--- config.mk ---
export PLATFORM = sky130hd
export DESIGN_NAME = fetch_control
export DESIGN_NICKNAME = d
export VERILOG_FILES = /design/src/hw/fetch_pkg.sv /design/src/hw/fetch_control.sv
export VERILOG_INCLUDE_DIRS = /design/src /design/src/include
export SDC_FILE = /design/constraint.sdc
export NUM_CORES = 1
export LEC_CHECK = 0
export ABC_AREA = 1
export ABC_CLOCK_PERIOD_IN_PS = 1350
export BUFFER_PORTS_ARGS = -buffer_cell sky130_fd_sc_hd__buf_2
export CAP_MARGIN = 20
export CORE_AREA = 3 3 40 42
export DETAILED_ROUTE_END_ITERATION = 12
export DIE_AREA = 0 0 43 45
export PLACE_DENSITY = 0.58
export SYNTH_ARGS = -nofsm -noshare
export SYNTH_HDL_FRONTEND = slang
export SYNTH_SLANG_ARGS = --single-unit
export TNS_END_PERCENT = 50
--- constraint.sdc ---
create_clock -name clk_i -period 1.35 [get_ports clk_i]
set_clock_uncertainty 0.1 [all_clocks]
set_input_delay 0.2025 -clock clk_i [delete_from_list [all_inputs] [get_ports clk_i]]
set_output_delay 0.2025 -clock clk_i [all_outputs]
set_load 0.03 [all_outputs]
--- src/include/general_defs.svh ---
`ifndef GENERAL_DEFS_SVH
`define GENERAL_DEFS_SVH

// Address and program counter width.
`define WORD 32

// Instruction width.
`define HALF_WORD 16

// Number of half-word entries in the instruction RAM.
`define IMEM_DEPTH 512

// First fetch address after a start command.
`define RESET_PC 0

`endif

--- src/hw/fetch_pkg.sv ---
`default_nettype none

`include "general_defs.svh"

package fetch_pkg;

    typedef enum logic {
        NO_FLUSH,
        FLUSH_PIPELINE
    } flush_pipeline_sig;

    typedef enum logic {
        NO_STALL,
        STALL_PIPELINE
    } stall_pipeline_sig;

    // Branch redirect coming back from a later stage.
    typedef struct packed {
        logic              valid;
        logic [`WORD-1:0]  target;
    } redirect_t;

    typedef struct packed {
        logic                   valid;
        logic [`HALF_WORD-1:0]  instr;
        logic [`WORD-1:0]       pc;
    } fetch_bundle_t;

    // Program load port. The addr field is a byte address.
    typedef struct packed {
        logic                   en;
        logic [`WORD-1:0]       addr;
        logic [`HALF_WORD-1:0]  data;
    } prog_write_t;

endpackage

`default_nettype wire

--- src/hw/fetch_control.sv ---
`default_nettype none

module fetch_control (
    input  wire logic                   clk_i,
    input  wire logic                   reset_i,
    input  wire logic                   start_i,
    input  wire logic                   halt_i,
    input  wire logic                   stall_i,
    input  wire fetch_pkg::redirect_t   redirect_i,
    input  wire logic                   prog_en_i,

    output fetch_pkg::stall_pipeline_sig stall_pipeline_o,
    output fetch_pkg::flush_pipeline_sig flush_pipeline_o,
    output logic                         fetch_valid_o,
    output logic                         restart_o,
    output logic                         advance_o
);

    import fetch_pkg::*;

    typedef enum logic {
        HALT,
        RUN
    } state_t;

    state_t state_q;
    state_t state_d;
    logic   pending_q;
    logic   pending_d;
    logic   running;
    logic   hold;
    logic   redirect;

    assign running  = (state_q == RUN);
    assign redirect = running && redirect_i.valid;

    // A redirect in the same cycle wins over the downstream stall.
    assign hold = running && stall_i && !redirect_i.valid;

    assign stall_pipeline_o = hold ? STALL_PIPELINE : NO_STALL;

    // Restarting while running drops the one instruction already in flight.
    assign flush_pipeline_o = (halt_i || redirect || (running && start_i)) ?
                              FLUSH_PIPELINE : NO_FLUSH;

    assign restart_o = start_i && !halt_i;
    assign advance_o = running && !hold && !redirect_i.valid;

    // pending_q marks a cycle whose output is still the flushed bubble.
    // Holding it under a stall must keep the bubble invalid.
    assign fetch_valid_o = running && !prog_en_i && !(pending_q && hold);

    always_comb begin
        state_d   = state_q;
        pending_d = pending_q;
        if (halt_i) begin
            state_d   = HALT;
            pending_d = 1'b0;
        end else if (start_i) begin
            state_d   = RUN;
            pending_d = 1'b1;
        end else if (redirect) begin
            pending_d = 1'b1;
        end else if (running && !hold) begin
            pending_d = 1'b0;
        end
    end

    always_ff @(posedge clk_i) begin
        if (reset_i) begin
            state_q   <= HALT;
            pending_q <= 1'b0;
        end else begin
            state_q   <= state_d;
            pending_q <= pending_d;
        end
    end

endmodule

`default_nettype wire

==> out/qor.yml <==
status:
  status: "complete, no violations"
sta:
  fin_tns_setup_ps: 0
  slew_violations: 0
  worstMarginPinSlew_ps: 159
  max_slew_margin_pct: 89.5
  rsz0062_at_grt: "false"
  fin_crit_sh_pct: 94.4
  layout_min_cycle_time_ps: 1270
  max_freq_mhz: 785
  setup_viol: 0
  hold_viol_final: 0
pwr:
  seq_power_share_pct: 26.8
  p_clk_share_pct: 54.4
  switching_share_pct: 26.7
  p_comb_share_pct: 18.8
  switching_power_uw: 64.5
  peakVddDrop_v: 0.000631
  power.internal_uw: 177
  p_leak_nw: 0.131
  powerDensity_mw_per_mm2: 1020
clock_tree:
  clk_latency_ps: 230
  cts_hold_buffers: 0
  root_buffer: "clkbuf_4"
  path_clk_slew_ps: 30
  cts_sinks: 2
  htreeDepth: 1
  tritoncts: "built"
  numCtsBuffers: 3
  cts_buffer_depth: 2
worst_setup_path:
  critPathBufInv: 2
  worstRegToRegCells: 2
  cp-end-kind: "output pin"
  crit_fanout: 6
  critPathMaxStageDelay_ps: 360
  start_kind: "register"
  worstPathArrival_ps: 970
  rrSetupSlack_ps: 550
  worstReg2RegStart: "running"
  cp.required_ps: 1050
  worstSetupPathType: "register to output pin"
  cp_slowest_cell: "dfxtp_4"
  path_delay_family: "flip-flops"
  path_cells: "inv_2 > nor3_1 > buf_2"
  reg2reg_to: "pending_q"
floorplanning:
  rows: 13
  fp.dieH_um: 45
  io_pins: 44
  core_mm2: 0.00128
  floorplan.initialDensity_pct: 10.1
  die_area_mm2: 0.00194
  die_w_um: 43
global_routing:
  grt.total_usage_pct: 4.57
  grt_max_degree: 7
  overflow: 0
  first_global_vias: 139
  antenna_found_initial: 0
  grt_pass1_wl_um: 558
logic_synthesis:
  synth_area_um2: 130
  synthCells: 23
  synth.ff_latch_count: 2
  ys_warn_count: 0
  yosysUniqueCellTypes: 9
  synth-seq-area-share_pct: 30.8
  syn_nets: 62
  avgSynthCellArea_um2: 5.66
final_layout:
  layout_commonest_cell: "buf_2"
  final_cell_mix: "buf_2 (10), nor2_1 (5), nand2_1 (4), inv_1 (4)"
  diodes: 0
  areaGrowthSynthToFinish_pct: 81.7
  drive_above_1_share_pct: 43.2
  fin_util_pct: 18.4
  finalNetCount: 78
  final_cells: 52
placement:
  gp_congestion: 0.661
  port_buffers: 11
  dp_cells: 49
routing:
  detail_route.vias_per_cell: 3.27
  dr.pass1.iters: 1
  drt-total-wl_um: 368
  num_vias: 170
  initialDrtViolationCount: 0
  ant_nets: 0
  wl_per_cell_um: 7.08
  post-route-drc-count: 0
min_path:
  hold_depth: 3
  worst_hold_startpoint: "reset_i"
  hold_path_class: "input pin to register"
  hold_path_end: "running"
run:
  drv_cap: 0
-- power groups by stage --
stage	sequential, mW	clock [mW]	combinational, mW
after floorplan	0.0655	0	0.0259
after global placement	0.0660	0	0.0438
after detailed placement	0.0661	0	0.0441
after CTS	0.0657	0.139	0.0449
after global routing	0.0652	0.151	0.0503
final	0.0648	0.132	0.0453
-- worst reg2reg max path: stages (launching register included) --
cell and delay (ps):
dfxtp_4 360, nand4_1 120, a21oi_1 150
-- state kept, by name, summed over array words and instances (netlist names) --
name       count
running        1
pending_q      1
-- how the worst max path moves through the flow --
stage	endpoint	from	slack (ps)	cells after the start
6_report	advance_o	running	80	3
4_1_cts	advance_o	running	3	3
5_1_grt	fetch_valid_o	running	0.04	5
3_5_place_dp	fetch_valid_o	running	160	5
3_3_place_gp	fetch_valid_o	running	170	5
2_1_floorplan	advance_o	running	-70	2
-- final cells by class --
class | instances | area, µm²
inverter | 5 | 18.8
clock buffer | 3 | 22.5
fill | 155 | 1050
sequential | 2 | 43.8
multi-input combinational | 16 | 71.3
tap | 15 | 18.8
timing repair buffer | 11 | 61.3
-- cell usage after synthesis, drive strengths merged --
cell type / number / area share, %
o21ai: 1 / 3.8
nor3: 1 / 3.8
or2: 1 / 4.8
nand2: 4 / 12
a21oi: 3 / 12
nor2: 5 / 14
dfxtp: 2 / 31
nand4: 1 / 4.8
inv: 5 / 14
-- routing by layer --
layer	part of all wire (%)	global-route usage, %	vias up
met5	0	0	-
met4	0	0	0
met3	24	7.97	0
met2	27	3.29	13
met1	49	5.74	57
li1	-	-	100
-- cells by family (layout without fill, tap and decap cells) --
kind of cell           count (synthesis)  in the layout  share of synthesized area [%]
buffers and inverters                  5             19                           14.4
and+or+nand+nor                       12             12                           39.4
DFF                                    2              2                           30.8
AOI/OAI and AO/OA                      4              4                           15.4
-- metrics by stage --
stage / worst slack (ps) / power, mW / hold WS [ps] / area [µm²]
finish: 76.1 / 0.242 / 136 / 236
global route: 0.0363 / 0.266 / 150 / 236
CTS: 3.49 / 0.250 / 128 / 230
detailed placement: 161 / 0.110 / 372 / 204
global placement: 173 / 0.110 / 373 / 204
floorplan: -72.7 / 0.0914 / 279 / 130
-- timing repair --
item,in CTS,in global routing
cloned,0,0
buffers inserted,0,0
gates resized for setup,2,3
setup endpoints to repair,3,3
Power figures use the tool's default switching activity.
