<file path="config.mk">
export PLATFORM = sky130hd
export DESIGN_NAME = pc_gen
export DESIGN_NICKNAME = d
export VERILOG_FILES = /design/src/hw/fetch_pkg.sv /design/src/hw/pc_gen.sv
export VERILOG_INCLUDE_DIRS = /design/src /design/src/include
export SDC_FILE = /design/constraint.sdc
export NUM_CORES = 1
export LEC_CHECK = 0
export ABC_AREA = 1
export BUFFER_PORTS_ARGS = -buffer_cell sky130_fd_sc_hd__buf_2
export CORE_MARGIN = 2
export CORE_UTILIZATION = 42
export DETAILED_ROUTE_END_ITERATION = 8
export PLACE_DENSITY = 0.74
export SYNTH_ARGS = -nofsm -noshare
export SYNTH_HDL_FRONTEND = slang
export SYNTH_SLANG_ARGS = --single-unit
</file>
<file path="constraint.sdc">
create_clock -name clk_i -period 1.4 [get_ports clk_i]
set_input_delay 0.07 -clock clk_i [delete_from_list [all_inputs] [get_ports clk_i]]
set_output_delay 0.07 -clock clk_i [all_outputs]
set_load 0.02 [all_outputs]
</file>
<file path="src/include/general_defs.svh">
`ifndef GENERAL_DEFS_SVH
`define GENERAL_DEFS_SVH

// Address and program counter width.
`define WORD 32

// Instruction width.
`define HALF_WORD 16

// Number of half-word entries in the instruction RAM.
`define IMEM_DEPTH 512

// First fetch address after a start command.
`define RESET_PC 0

`endif

</file>
<file path="src/hw/fetch_pkg.sv">
`default_nettype none

`include "general_defs.svh"

package fetch_pkg;

    typedef enum logic {
        NO_FLUSH,
        FLUSH_PIPELINE
    } flush_pipeline_sig;

    typedef enum logic {
        NO_STALL,
        STALL_PIPELINE
    } stall_pipeline_sig;

    // Branch redirect coming back from a later stage.
    typedef struct packed {
        logic              valid;
        logic [`WORD-1:0]  target;
    } redirect_t;

    typedef struct packed {
        logic                   valid;
        logic [`HALF_WORD-1:0]  instr;
        logic [`WORD-1:0]       pc;
    } fetch_bundle_t;

    // Program load port. The addr field is a byte address.
    typedef struct packed {
        logic                   en;
        logic [`WORD-1:0]       addr;
        logic [`HALF_WORD-1:0]  data;
    } prog_write_t;

endpackage

`default_nettype wire

</file>
<file path="src/hw/pc_gen.sv">
`default_nettype none

`include "general_defs.svh"

module pc_gen (
    input  wire logic                   clk_i,
    input  wire logic                   reset_i,
    input  wire logic                   restart_i,
    input  wire logic                   advance_i,
    input  wire fetch_pkg::redirect_t   redirect_i,
    input  wire fetch_pkg::prog_write_t prog_i,

    output logic [`WORD-1:0]            fetch_addr_o
);

    import fetch_pkg::*;

    localparam logic [`WORD-1:0] START_ADDR = `WORD'(`RESET_PC);
    localparam logic [`WORD-1:0] INSTR_STEP = `WORD'(2);

    logic [`WORD-1:0] pc_q;
    logic [`WORD-1:0] pc_d;
    logic [`WORD-1:0] target;

    // Instructions are half-word aligned.
    assign target = {redirect_i.target[`WORD-1:1], 1'b0};

    // Start has priority so a start always begins at the reset address.
    always_comb begin
        if (restart_i) begin
            pc_d = START_ADDR;
        end else if (redirect_i.valid) begin
            pc_d = target;
        end else if (advance_i) begin
            pc_d = pc_q + INSTR_STEP;
        end else begin
            pc_d = pc_q;
        end
    end

    always_ff @(posedge clk_i) begin
        if (reset_i) begin
            pc_q <= '0;
        end else begin
            pc_q <= pc_d;
        end
    end

    // While loading a program the RAM follows the write address instead.
    always_comb begin
        if (prog_i.en) begin
            fetch_addr_o = prog_i.addr;
        end else begin
            fetch_addr_o = pc_q;
        end
    end

endmodule

`default_nettype wire

</file>
==> metrics.md <==
| Metric | Value |
|---|---|
| Status | complete, but fails checks |
| DRT iter0 DRCs | 191 |
| Biggest register | pc_q |
| WP buf/inv | 0 |
| Die W | around 80 um |
| Final cycle utilization of the critical path | 105.7% |
| Hold buffer count at CTS | 0 |
| Setup WS pre-CTS | -0.04503 ns |
| Syn Nets | 494 |
| Power per cell area | 624.2 nW/um2 |
| Post-synthesis mux area share | between 2 and 2.5% |
| Vias per cell | 5.050 |
| Layout area overhead | 40.87% |
| Worst setup margin | -0.07983 ns |
| Synth Area in Adders | 0.5102% |
| Post-Synth XOR/XNOR Area | approximately 1.8% |
| GRT Util Overall | 23.50% |
| WL final | 7695 um |
| P_leak | 1.501 nW |
| Drt pass-1 iters | 4 |
| Gp weighted congestion | 0.9450 |
| CP Depth | 8 |
| Ys Warns | 0 |
| Mapped Area | between 2000 and 2500 um2 |
| Register bit count reported by yosys | 31 |
| Slowest cell on the critical path | dfxtp_1 |
| CTS root buffer | clkbuf_8 |
| Starting Density | a little over two fifths |
| Overflow after GRT | 0 |
| Cell Chain, Critical Path | nand2_2, nor2_4, nand2_4, nor2_4, nand2_2, nand2_2, nand3_2, a21oi_2 |
| Post-DP HPWL | ~5800 um |
| Synth top area cells | dfxtp_1 (25%), nand2_1 (19%), nand3_1 (8.2%) |
| Seq/Total Area, Yosys | 25.31% |
| Worst Max-Slew Pin Slew | 0.9482 ns |
| Setup TNS | -0.3182 ns |
| Delay-heaviest family, CP | simple AND/OR/NAND/NOR gates |
| Detailed-route via count | about 3,000 |
| Pins Over Slew Limit | 0 |
| Clk_skew | between 0.008 and 0.009 ns |
| Final setup vio count | 7 |
| Crit. End Element | flip-flop |
| Number of remaining DRC errors | 0 |
| Minimum clock period | 1.480 ns |
| Hold WC Path Type | in2reg |
| Core Rows | 27 |
| Layout cells sized above 1 | roughly 40% |
| CTS tree | built |
| CP max stage delay | around 0.43 ns |
| Clock transition at path regs | 0.07 ns |
| Largest register FFs | 31 |
| Peak supply drop | 480.1 uV |
| Initial antenna violation count | 0 |
| Largest family of logic cells by synthesized area | simple AND/OR/NAND/NOR gates |
| Failing checks | negative setup slack |
| Final Power | ~2.2 mW |
| Number of global-route vias before repair | 2,665 |
| WS Path Type | reg2reg |
| Most frequent cell after synthesis | nand2_1 |
| Port Buffers | 100 |
| Die area | 6466 um2 |
| First-pass GRT wire length | 12,120 um |
| CP most frequent cell | nand2_2 |
| CTS buffer count | 5 |
| Biggest regs | pc_q: 31 flops |
| Hold path depth | 3 |
| Num Clock Sinks | 31 |
| Core ar. | approximately 5600 um2 |
| CP Max Fanout | 5 |
| Post-DR wirelength/cell | about 13 um |
| Data required, critical path | 1.60 ns |
| H-tree levels | 2 |
| Reg2Reg Depth | 8 |
| Syn Inst Count | 407 |
| Post-synth EDFFs | 0 |
| RSZ-0062 raised after global routing | yes |
| Nets@finish | 613 |
| Most frequent cells after synthesis | nand2_1 (125), nand3_1 (40), o21ai_0 (40) |
| Simple-gate share of the synthesized area | between 40% and 50% |
| Final Hold Fails | 0 |
| Headroom to the max-slew limit | 36.72% |
| Ant diodes | 0 |
| Pin count of the biggest net entering global routing | 32 |
| FFs w/ async S/R, synth | 0% |
| Fin Hold WS | 0.05435 ns |
| Syn Area/Cell | 6.025 um2 |
| Ys flop type | dfxtp_1 |
| Post-DRT Antenna Nets | 0 |
| Clk_lat worst skew | 0.28 ns |
| Synth cell types | 26 |
| Synth top area share | 25.31% |
| Boundary pin count | 118 |
| Compound-Gate Fraction of Synth Area | 20.97% |
| CTS Buffer Depth | 2 |
| Synth area leader | dfxtp_1 |
| Max Freq | slightly below 0.7 GHz |
| Max Cap Viol | 0 |
| Die Span Y | 80.41 um |
| Fill cells | 547 |
| Data arrival, critical path | 1.68 ns |
| Fin util | 61.98% |
| Startpoint types | flip-flop |
worst paths after layout:
path         endpoint           from  slack [ns]
max          pc_q[25]        pc_q[5]       -0.08
min           pc_q[6]  redirect_i[6]        0.05
max reg2reg  pc_q[25]        pc_q[5]       -0.08
min reg2reg  pc_q[10]       pc_q[10]        0.53
final cells by class:
class / count / area, um2 / share of cell area, %
Multi-Input combinational cell: 321 / 1753 / 50.74
Timing Repair Buffer: 128 / 739.5 / 21.41
Sequential cell: 31 / 644.4 / 18.65
Inverter: 39 / 146.4 / 4.238
Tap cell: 72 / 90.09 / 2.608
Clock buffer: 7 / 76.32 / 2.209
Clock inverter: 1 / 5.005 / 0.1449
tightest hold or removal path, cell delays in order:
cell     delay (ns)
buf_2          0.09
nand2_1        0.05
a31oi_1        0.08
cells in the final DEF (no fill, tap or decap), drive strengths merged:
cell	count
clkbuf	7
nor3	1
mux2	5
a31oi	5
o21ai	40
nor2	44
xor2	5
o211ai	1
dfxtp	31
nand2	131
nand3	40
a21oi	25
clkinv	1
and2	3
ha	1
a22oi	20
buf	128
inv	39
report_power, final:
group          leakage (nW)  internal, mW  switching (mW)
sequential            0.261         0.915          0.0394
clock                0.0422         0.349           0.341
combinational          1.20         0.220           0.292
metal layers:
| layer | vias to the layer above | part of all wire, % | track usage (%) |
|---|---|---|---|
| met5 | - | 0 | 0 |
| met4 | 0 | 1.0 | 5.932 |
| met3 | 6 | 7.0 | 3.596 |
| met2 | 91 | 48 | 39.92 |
| met1 | 1344 | 44 | 30.99 |
| li1 | 1584 | - | - |
metrics by stage:
stage	area, um2	std cells
floorplan	2452	407
global placement	3179	588
detailed placement	3179	588
CTS	3303	596
global route	3455	599
finish	3455	599
logic make-up after synthesis:
kind of cell               count (synthesis)
DFF                                       31
adders and majority gates                  1
and+or+nand+nor                          219
muxes                                      5
AOI/OAI and AO/OA                         91
buffers and inverters                     55
xor gates and xnor gates                   5
repair_timing:
item / CTS / global route
buffers inserted: 0 / 4
setup endpoints to repair: 15 / 25
resized for setup: 12 / 48
endpoints found under the hold margin: 0 / 0
pin swaps: 7 / 22
Note: power is estimated with default switching activity, not from simulation.
